<file path="config.mk">
export PLATFORM = sky130hd
export DESIGN_NAME = audio_bridge_top
export DESIGN_NICKNAME = d
export VERILOG_FILES = /design/src/hdl/audio_pkg.sv /design/src/hdl/i2s_master_clock.sv /design/src/hdl/i2s32_receiver.sv /design/src/hdl/dop_packer.sv /design/src/hdl/spdif_tx.sv /design/src/hdl/audio_bridge_top.sv
export VERILOG_INCLUDE_DIRS = /design/src /design/src/hdl
export SDC_FILE = /design/constraint.sdc
export NUM_CORES = 1
export LEC_CHECK = 0
export BUFFER_PORTS_ARGS = -buffer_cell sky130_fd_sc_hd__buf_2
export CAP_MARGIN = 5
export CORE_AREA = 2 2 176 126
export CTS_CLUSTER_SIZE = 40
export DETAILED_ROUTE_END_ITERATION = 7
export DIE_AREA = 0 0 178 128
export GPL_TIMING_DRIVEN = 0
export PLACE_DENSITY_LB_ADDON = 0.3
export REMOVE_ABC_BUFFERS = 1
export SYNTH_ARGS = -nofsm -noshare
export SYNTH_HDL_FRONTEND = slang
export SYNTH_SLANG_ARGS = --single-unit
export TNS_END_PERCENT = 20
</file>
<file path="constraint.sdc">
create_clock -name bck -period 3.2 [get_ports bck]
set_input_delay 0.16 -clock bck [delete_from_list [all_inputs] [get_ports bck]]
set_output_delay 0.16 -clock bck [all_outputs]
set_load 0.005 [all_outputs]
</file>
<file path="src/hdl/spdif_macros.svh">
`ifndef SPDIF_MACROS_SVH
`define SPDIF_MACROS_SVH

// control byte layout
`define CTRL_START_BIT 7
`define CTRL_DSD_BIT   6

// word widths
`define SAMPLE_W  32
`define PAYLOAD_W 24

// preamble toggle patterns, one flag per biphase cell
// X starts a left subframe
`define PREAMBLE_X 8'b10010011
// Y starts a right subframe
`define PREAMBLE_Y 8'b10010110
// Z starts the left subframe of frame 0 in a block
`define PREAMBLE_Z 8'b10011100

// DoP marker bytes, alternating frame by frame
`define DOP_MARKER_A 8'hFA
`define DOP_MARKER_B 8'h05

// consumer channel status, sent MSB first one bit per frame
`define CHANNEL_STATUS 24'b001000000000000001000000

// frames per channel status block
`define BLOCK_FRAMES 192

`endif

</file>
<file path="src/hdl/audio_pkg.sv">
`include "spdif_macros.svh"

package audio_pkg;

    // PCM view, audio in the top bits and the unused low byte below
    typedef struct packed {
        logic [`PAYLOAD_W-1:0]           audio;
        logic [`SAMPLE_W-`PAYLOAD_W-1:0] pad;
    } pcm_view_t;

    // DSD view, the first 16 bits in time sit in hi
    typedef struct packed {
        logic [`SAMPLE_W/2-1:0] hi;
        logic [`SAMPLE_W/2-1:0] lo;
    } dsd_view_t;

    // one received I2S word, read as PCM or as two DoP halves
    typedef union packed {
        pcm_view_t pcm;
        dsd_view_t dsd;
    } sample_word_u;

endpackage

</file>
<file path="src/hdl/i2s_master_clock.sv">
`timescale 1ns/1ps

module i2s_master_clock (
    input  logic bck,
    input  logic reset_n,
    input  logic run_i,
    output logic bclk_o,
    output logic lrck_o,
    output logic bit_tick_o
);

    // one I2S frame is 128 bck cycles, 64 bit clocks of 2 bck each
    logic [6:0] frame_cnt;

    always_ff @(posedge bck or negedge reset_n) begin
        if (!reset_n) begin
            frame_cnt <= '0;
        end else if (!run_i) begin
            frame_cnt <= '0;
        end else begin
            frame_cnt <= frame_cnt + 7'd1;
        end
    end

    // bit clock is high on the odd counts
    assign bclk_o = frame_cnt[0];

    // low half of the frame carries the left word
    assign lrck_o = frame_cnt[6];

    // one pulse per rising bclk edge, data has been stable for a full bck
    assign bit_tick_o = frame_cnt[0];

endmodule

</file>
<file path="src/hdl/i2s32_receiver.sv">
`timescale 1ns/1ps
`include "spdif_macros.svh"

module i2s32_receiver
    import audio_pkg::*;
(
    input  logic         bck,
    input  logic         reset_n,
    input  logic         run_i,
    input  logic         bit_tick_i,
    input  logic         lrck_i,
    input  logic         sdata_i,
    output sample_word_u pcm_left_o,
    output sample_word_u pcm_right_o,
    output logic         frame_valid_o
);

    localparam logic ST_IDLE = 1'b0;
    localparam logic ST_WORK = 1'b1;

    logic                 state;
    logic                 lrck_d;
    logic                 lrck_edge;
    logic [`SAMPLE_W-1:0] shift_q;
    logic [`SAMPLE_W-1:0] word_in;
    logic [`SAMPLE_W-1:0] left_hold;

    // with the one-bit I2S delay, the bit taken on the tick after an lrck
    // change is the LSB of the word that just ended
    assign word_in   = {shift_q[`SAMPLE_W-2:0], sdata_i};
    assign lrck_edge = bit_tick_i & (lrck_i != lrck_d);

    always_ff @(posedge bck or negedge reset_n) begin
        if (!reset_n) begin
            state         <= ST_IDLE;
            lrck_d        <= 1'b0;
            frame_valid_o <= 1'b0;
            shift_q       <= '0;
            left_hold     <= '0;
            pcm_left_o    <= '0;
            pcm_right_o   <= '0;
        end else if (!run_i) begin
            state         <= ST_IDLE;
            lrck_d        <= 1'b0;
            frame_valid_o <= 1'b0;
        end else begin
            frame_valid_o <= 1'b0;
            if (bit_tick_i) begin
                lrck_d  <= lrck_i;
                shift_q <= word_in;
            end
            case (state)
                ST_IDLE: begin
                    // lock on the first left word, its MSB comes next bit
                    if (lrck_edge && lrck_d) begin
                        state <= ST_WORK;
                    end
                end
                ST_WORK: begin
                    if (lrck_edge && !lrck_d) begin
                        left_hold <= word_in;
                    end else if (lrck_edge) begin
                        // right word done, publish the pair together
                        pcm_left_o    <= left_hold;
                        pcm_right_o   <= word_in;
                        frame_valid_o <= 1'b1;
                    end
                end
                default: begin
                    state <= ST_IDLE;
                end
            endcase
        end
    end

endmodule

</file>
<file path="src/hdl/dop_packer.sv">
`timescale 1ns/1ps
`include "spdif_macros.svh"

module dop_packer
    import audio_pkg::*;
(
    input  logic                  bck,
    input  logic                  reset_n,
    input  logic                  run_i,
    input  logic                  use_dsd_i,
    input  logic                  frame_start_i,
    input  sample_word_u          pcm_left_i,
    input  sample_word_u          pcm_right_i,
    output logic [`PAYLOAD_W-1:0] payload_left_o,
    output logic [`PAYLOAD_W-1:0] payload_right_o
);

    // half_lo set means the next frame sends the lo halves
    logic         half_lo;
    logic [7:0]   marker;
    logic [7:0]   marker_next;
    sample_word_u held_left;
    sample_word_u held_right;

    assign marker_next = (marker == `DOP_MARKER_A) ? `DOP_MARKER_B : `DOP_MARKER_A;

    always_ff @(posedge bck or negedge reset_n) begin
        if (!reset_n) begin
            half_lo         <= 1'b0;
            marker          <= `DOP_MARKER_A;
            payload_left_o  <= '0;
            payload_right_o <= '0;
        end else if (!run_i) begin
            half_lo         <= 1'b0;
            marker          <= `DOP_MARKER_A;
            payload_left_o  <= '0;
            payload_right_o <= '0;
        end else if (frame_start_i) begin
            if (!use_dsd_i) begin
                half_lo         <= 1'b0;
                marker          <= `DOP_MARKER_A;
                payload_left_o  <= pcm_left_i.pcm.audio;
                payload_right_o <= pcm_right_i.pcm.audio;
            end else if (!half_lo) begin
                half_lo         <= 1'b1;
                marker          <= marker_next;
                payload_left_o  <= {marker, pcm_left_i.dsd.hi};
                payload_right_o <= {marker, pcm_right_i.dsd.hi};
            end else begin
                half_lo         <= 1'b0;
                marker          <= marker_next;
                payload_left_o  <= {marker, held_left.dsd.lo};
                payload_right_o <= {marker, held_right.dsd.lo};
            end
        end
    end

    // keep the pair whose hi halves went out, lo halves follow next frame
    always_ff @(posedge bck) begin
        if (frame_start_i && use_dsd_i && !half_lo) begin
            held_left  <= pcm_left_i;
            held_right <= pcm_right_i;
        end
    end

endmodule

</file>
<file path="src/hdl/spdif_tx.sv">
`timescale 1ns/1ps
`include "spdif_macros.svh"

module spdif_tx (
    input  logic                  bck,
    input  logic                  reset_n,
    input  logic                  run_i,
    input  logic [`PAYLOAD_W-1:0] payload_left_i,
    input  logic [`PAYLOAD_W-1:0] payload_right_i,
    output logic                  frame_start_o,
    output logic                  spdif_o
);

    // subframes 0..383, even ones are left
    localparam logic [8:0] SUB_LAST = 9'(2 * `BLOCK_FRAMES - 1);

    logic [5:0]            cell_cnt;
    logic [8:0]            sub_cnt;
    logic [`PAYLOAD_W-1:0] din;
    logic [23:0]           cs_shift;
    logic                  parity;
    logic [7:0]            preamble;
    logic [7:0]            toggle_q;
    logic                  line_q;

    // LSB first, each bit becomes a clock toggle then a data toggle
    function automatic logic [7:0] bits_to_toggles(input logic [3:0] b);
        return {1'b1, b[0], 1'b1, b[1], 1'b1, b[2], 1'b1, b[3]};
    endfunction

    always_ff @(posedge bck or negedge reset_n) begin
        if (!reset_n) begin
            cell_cnt <= '0;
            sub_cnt  <= '0;
        end else if (!run_i) begin
            cell_cnt <= '0;
            sub_cnt  <= '0;
        end else begin
            cell_cnt <= cell_cnt + 6'd1;
            if (cell_cnt == 6'd63) begin
                if (sub_cnt == SUB_LAST) begin
                    sub_cnt <= '0;
                end else begin
                    sub_cnt <= sub_cnt + 9'd1;
                end
            end
        end
    end

    // packer refreshes its outputs one cycle ahead of the left latch
    assign frame_start_o = (cell_cnt == 6'd1) & ~sub_cnt[0];

    always_ff @(posedge bck) begin
        if (run_i && cell_cnt == 6'd2) begin
            din <= sub_cnt[0] ? payload_right_i : payload_left_i;
        end
    end

    always_ff @(posedge bck or negedge reset_n) begin
        if (!reset_n) begin
            cs_shift <= '0;
            parity   <= 1'b0;
        end else if (!run_i) begin
            cs_shift <= '0;
            parity   <= 1'b0;
        end else begin
            // one status bit per frame, reloaded at block start
            if (cell_cnt == 6'd0) begin
                if (sub_cnt == 9'd0) begin
                    cs_shift <= `CHANNEL_STATUS;
                end else if (!sub_cnt[0]) begin
                    cs_shift <= {cs_shift[22:0], 1'b0};
                end
            end
            // V and U are zero so only data and C enter the parity
            parity <= ^din ^ cs_shift[23];
        end
    end

    always_comb begin
        if (sub_cnt == 9'd0) begin
            preamble = `PREAMBLE_Z;
        end else if (!sub_cnt[0]) begin
            preamble = `PREAMBLE_X;
        end else begin
            preamble = `PREAMBLE_Y;
        end
    end

    // a new toggle byte every 8 cells, shifted out MSB first in between
    always_ff @(posedge bck or negedge reset_n) begin
        if (!reset_n) begin
            toggle_q <= '0;
            line_q   <= 1'b0;
        end else if (!run_i) begin
            toggle_q <= '0;
            line_q   <= 1'b0;
        end else begin
            if (cell_cnt[2:0] == 3'd0) begin
                case (cell_cnt[5:3])
                    3'd0:    toggle_q <= preamble;
                    3'd1:    toggle_q <= bits_to_toggles(din[3:0]);
                    3'd2:    toggle_q <= bits_to_toggles(din[7:4]);
                    3'd3:    toggle_q <= bits_to_toggles(din[11:8]);
                    3'd4:    toggle_q <= bits_to_toggles(din[15:12]);
                    3'd5:    toggle_q <= bits_to_toggles(din[19:16]);
                    3'd6:    toggle_q <= bits_to_toggles(din[23:20]);
                    default: toggle_q <= bits_to_toggles({parity, cs_shift[23], 2'b00});
                endcase
            end else begin
                toggle_q <= {toggle_q[6:0], 1'b0};
            end
            // biphase mark, the line flips on every toggle flag
            line_q <= line_q ^ toggle_q[7];
        end
    end

    assign spdif_o = line_q;

endmodule

</file>
<file path="src/hdl/audio_bridge_top.sv">
`timescale 1ns/1ps
`include "spdif_macros.svh"

module audio_bridge_top
    import audio_pkg::*;
(
    input  logic       bck,
    input  logic       reset_n,
    input  logic [7:0] ctrl_i,
    input  logic       sdata_i,
    output logic       bclk_o,
    output logic       lrck_o,
    output logic       spdif_o
);

    logic                  run;
    logic                  use_dsd;
    logic                  bit_tick;
    logic                  frame_start;
    sample_word_u          pcm_left;
    sample_word_u          pcm_right;
    logic [`PAYLOAD_W-1:0] payload_left;
    logic [`PAYLOAD_W-1:0] payload_right;

    assign run     = ctrl_i[`CTRL_START_BIT];
    assign use_dsd = ctrl_i[`CTRL_DSD_BIT];

    i2s_master_clock u_clock (
        .bck        (bck),
        .reset_n    (reset_n),
        .run_i      (run),
        .bclk_o     (bclk_o),
        .lrck_o     (lrck_o),
        .bit_tick_o (bit_tick)
    );

    // frame_valid_o only marks the receive latency, nothing here waits on it
    i2s32_receiver u_rx (
        .bck           (bck),
        .reset_n       (reset_n),
        .run_i         (run),
        .bit_tick_i    (bit_tick),
        .lrck_i        (lrck_o),
        .sdata_i       (sdata_i),
        .pcm_left_o    (pcm_left),
        .pcm_right_o   (pcm_right),
        .frame_valid_o ()
    );

    dop_packer u_dop (
        .bck             (bck),
        .reset_n         (reset_n),
        .run_i           (run),
        .use_dsd_i       (use_dsd),
        .frame_start_i   (frame_start),
        .pcm_left_i      (pcm_left),
        .pcm_right_i     (pcm_right),
        .payload_left_o  (payload_left),
        .payload_right_o (payload_right)
    );

    spdif_tx u_spdif (
        .bck             (bck),
        .reset_n         (reset_n),
        .run_i           (run),
        .payload_left_i  (payload_left),
        .payload_right_i (payload_right),
        .frame_start_o   (frame_start),
        .spdif_o         (spdif_o)
    );

endmodule

</file>
Yosys cells after proc, flatten, opt, wreduce, memory -nomap -nowiden:

Cells that the tools add are included.

* $add $sub $neg: 3
* equality and inequality tests: 17
* mux-type cells: 38
* bitwise gates (word level): 6
* reduce and logical (&&, ||, !) cells: 16

Operator list (count)
* 24-bit 2-to-1 mux: 11
* 8-bit 2-to-1 mux: 7
* 8-bit case mux with 7 select lines: 1
* 16-bit 2-to-1 mux: 2
* 9-bit 2-to-1 mux: 3
* 24-bit parity: 1
* 1-bit 2-to-1 mux: 11
* 9-bit by 1-bit adder with 9-bit output (second input constant): 1
* 3-bit equality test (second input constant): 3
* 9-bit equality test (second input constant): 1
* 9-bit zero test: 1
* 8-bit equality test (second input constant): 1
* 2-bit by 1-bit inequality test with 1-bit output (second input constant): 4
* 7-bit by 1-bit adder with 7-bit output (second input constant): 1
* 7-bit 2-to-1 mux: 1
* 6-bit by 1-bit adder with 6-bit output (second input constant): 1
* 3-bit by 2-bit equality test with 1-bit output (second input constant): 2
* 6-bit by 1-bit equality test with 1-bit output (second input constant): 1
* 6-bit by 2-bit equality test with 1-bit output (second input constant): 1
* 6-bit equality test (second input constant): 1
* 3-bit zero test: 2
* 6-bit zero test: 1
* 6-bit 2-to-1 mux: 1
* 1-bit logical AND: 5
* other kinds (11): 16

* flip-flop bits (word level): 298
* input bits: 11
* output and inout bits: 3
* word-level logic and storage cells: 100

Logic depth before layout (Yosys ltp):

* depth in word-level cells: 6
* mapped depth: 9
* depth with buffers taken out: 7

Hierarchy:

A second synthesis with hierarchy kept.

* cell total of the unflattened synthesis: 929
* area, all modules: 12474.5 µm²

By module, submodules not included
* i2s32_receiver: instances 1, cells each 279, area each 4853.4 µm², seq. area each 3253.1 µm²
* dop_packer: instances 1, cells each 300, area each 3876.2 µm², seq. area each 2238.4 µm²
* spdif_tx: instances 1, cells each 321, area each 3423.3 µm², seq. area each 1796.7 µm²
* i2s_master_clock: instances 1, cells each 29, area each 321.6 µm², seq. area each 175.2 µm²

Worst setup path before layout:

Ideal clock, no wire load.

* kind: input-to-reg
* start point: in ctrl_i[7]
* end point: reg u_spdif.din[0], enable pin
* library setup time: 435 ps
* arrival: 2483 ps
* required time: 2765 ps
* setup slack: 282 ps
* cell stages on the path: 5
* path buffers: 3
* cell sequence: buf_4 -> clkbuf_1 -> clkbuf_1 -> nand2_1 -> nor3_1

* longest elaborated chain between the ends: 1

RTL lines
* from (decl): line audio_bridge_top.sv:9 `input logic [7:0] ctrl_i,`
* 1-bit logical AND: line spdif_tx.sv:54 `if (run_i && cell_cnt == 6'd2) begin`
* to (signal assigned): line spdif_tx.sv:55 `din <= sub_cnt[0] ? payload_right_i : payload_left_i;`
* to (decl): line spdif_tx.sv:19 `` logic [`PAYLOAD_W-1:0] din; ``

Every way passes these cells.
A chain may end at the register's enable or synchronous reset.

Worst setup path in the final report:

* start point: reg u_spdif.sub_cnt[0]
* end point: reg u_spdif.cs_shift[9]

* longest elaborated chain between the ends: 4
* elaborated cells between the ends (all ways): 6
* those cells by class: eq/ne: 1; mux: 3; reduce/logical: 2

RTL lines
* from (decl): line spdif_tx.sv:18 `logic [8:0] sub_cnt;`
* from (signal assigned): line spdif_tx.sv:44 `sub_cnt <= sub_cnt + 9'd1;`
* 9-bit zero test: line spdif_tx.sv:69 `if (sub_cnt == 9'd0) begin`
* 24-bit 2-to-1 mux: line spdif_tx.sv:69
* 24-bit 2-to-1 mux: line spdif_tx.sv:68 `if (cell_cnt == 6'd0) begin`
* 24-bit 2-to-1 mux: line spdif_tx.sv:63 `end else if (!run_i) begin`
* to (signal assigned): line spdif_tx.sv:70 `` cs_shift <= `CHANNEL_STATUS; ``
* to (signal assigned): line spdif_tx.sv:72 `cs_shift <= {cs_shift[22:0], 1'b0};`
* to (decl): line spdif_tx.sv:20 `logic [23:0] cs_shift;`

Parallel ways exist; a longest one is shown, timed or not. The select of a mux whose other input is x is not followed.

==> metrics <==
status completed; Final Max Slew Viols 0; fin cells 1252; Worst-path clk slew 0.06 ns; Synth top area share 45.8%; Tot GR Track Use 21.7%; number of global-route vias before repair 7181; period utilization 90.2%; Vias/cell 5.73; Syn Area/Cell 13.1 um^2; commonest cells after routing, fill and taps aside dfrtp_1, mux2_2, edfxtp_1; endpoints failing hold 0; Reg2Reg Setup Slack 0.31 ns; Final Wtd Congestion 0.759; Worst Tran Pin Value 0.925 ns; Leak 0.00615 uW; data required time of the worst path 3.64 ns; initial antenna violation count 0; Yosys top cell by area dfrtp_1; CTS tree built; Cells after Synth 953; CTS buffer count 27; sequential element share of the synthesized area 59.5%; Final Util 65.1%; EDFF count, synth 56; H-tree levels 1; post-synth cell types 59; CORE AREA 0.0212 mm^2; via count 7179; Buffers on Ports 7; ys async rst share 80.4%; Max-Cap Viols 0; hold slack 0.145 ns; Root Buffer clkbuf_16; most common cell after layout, fill and taps aside dfrtp_1; largest net degree at the start of global routing 103; CTS Sinks 286; initial core utilization 58.9%; Die H 128 um; startpoint types flop; n_diodes 0; first-pass GRT wire length 39200 um; Max-slew headroom 38.3%; final setup vio count 0; WL final 23400 um; layout cells sized above 1 22.8%; area grow syn2layout 10.6%; Max Root-Sink Buffers 3; Fmax 346 MHz; synth warn 0; Row Count 45; Setup Skew 0.0243 ns; DRT iter0 DRCs 551; Fillers 1557; Die Area 0.0228 mm^2; finished layout cell area 0.0138 mm^2; Critical Path Fanout Max 32; DP HPWL 14600 um; placed cell count 1200; GR Overflow Total 0; Pre-antenna DRT Iters 4; clock network latency to the later pin of the worst-skew pair 0.55 ns; Cell Area, Placed 0.0129 mm^2; flops & latches, synth 286; antenna viol nets, final 0; Final #Nets 968; crit end category flop; Post-Syn Area 0.0125 mm^2; DR DRC count 0; Period minus WS final 2.89 ns; VDD IR max 453 uV; cts repair resizes 0; I/O Pins 14; Synth area leaders dfrtp_1, edfxtp_1, mux2_2, mux2i_1, mux2_1; Main synth FF type dfrtp_1; unrepaired setup endpoints after global routing no; crit path DAT 3.33 ns; WS Path Type reg2reg; WL/cell 18.7 um; Power Dens Cells 557 mW/mm^2; Die W 178 um; Hold Path Class in2async
## cell type report
cell class / count / area [um^2] / area share, %
Clock inverter: 12 / 131 / 0.950
Clock buffer: 37 / 733 / 5.30
Inverter: 9 / 33.8 / 0.244
Tap cell: 282 / 353 / 2.55
Timing Repair Buffer: 29 / 379 / 2.74
Multi-Input combinational cell: 597 / 4750 / 34.4
Sequential cell: 286 / 7440 / 53.8
## final timing paths
kind	from	endpoint	cells past startpoint
max	u_spdif.sub_cnt[0]	u_spdif.cs_shift[9]	7
min reg2reg	u_rx.pcm_left_o[2]	u_dop.held_left[2]	0
min in group bck	ctrl_i[7]	u_dop.payload_left_o[19]	2
max reg2reg	u_spdif.sub_cnt[0]	u_spdif.cs_shift[9]	7
min	reset_n	u_dop.payload_right_o[7]	2
max in group asynchronous	reset_n	u_dop.half_lo	4
## through the flow
step	power (uW)	TNS (ns)	setup slack [ns]
6_report	7700	0	0.312
5_1_grt	7980	0	0.0950
4_1_cts	7770	0	0.291
3_5_place_dp	4630	-1.04	-0.0738
3_3_place_gp	4580	-1235.80	-7.12
2_1_floorplan	4360	-248.88	-2.95
## critical path, cell delays in order, from the launching register on
cell,delay (ns)
dfrtp_2,0.95
inv_2,0.24
ha_1,0.27
nor4b_2,0.17
a21oi_1,0.13
o21a_1,0.75
nand2_1,0.15
o21ai_1,0.13
## where the power goes
group	total [uW]	switching (uW)	internal, uW
combinational	546	300	246
sequential	4010	139	3870
clock	3140	1360	1780
total	7700	1800	5890
## timing repair
item | 4_1_cts | 5_1_grt
hold buffers | 2 | 0
hold endpoints to repair | 63 | 0
endpoints found under the setup margin | 15 | 0
setup buffers | 1 | 0
## cells by family after synthesis
| family | share of synthesized area [%] |
|---|---|
| buf+inv | 2.69 |
| fa+ha+maj | 0.701 |
| mux | 17.1 |
| compound gates | 8.02 |
| simple gates | 9.37 |
| flops | 59.5 |
| xor+xnor | 2.66 |
## per-layer routing
metal  routed length (um)  up-vias  global-route usage, %
li1                     -     3401                      -
met1                11500     3645                   33.5
met2                10500      106                   33.0
met3                 1010       27                   3.56
met4                  377        0                   4.34
met5                    0        -                      0
## cell usage after synthesis (6+ instances only)
cell type  instances
mux2i_1           42
a21oi_1           42
o21ai_0           14
nor2_1            41
xor2_1             6
o211a_1           17
xnor2_1           25
nand2_1           52
o21ai_1           19
nand2b_1          14
nand3_1           23
mux2_1            31
mux2_2           121
buf_4              7
edfxtp_1          56
a211oi_2          10
nor2b_1           44
clkbuf_1          20
dfrtp_1          229
buf_2             32
and2_1            16
ha_1               7
inv_1              7
a211oi_1          23
## registers in the layout, summed over array words and instances (netlist names)
name / count
u_dop.marker: 2
u_rx.pcm_left_o: 32
u_spdif.cell_cnt: 6
u_dop.payload_left_o: 24
u_rx.left_hold: 32
u_spdif.parity: 1
u_rx.lrck_d: 1
u_spdif.din: 24
u_rx.shift_q: 31
u_spdif.spdif_o: 1
u_clock.frame_cnt: 7
u_rx.pcm_right_o: 32
u_rx.state: 1
u_spdif.cs_shift: 18
u_dop.payload_right_o: 24
u_dop.held_right: 16
u_spdif.toggle_q: 8
u_spdif.sub_cnt: 9
u_dop.held_left: 16
u_dop.half_lo: 1
(Power assumes the default switching activity.)
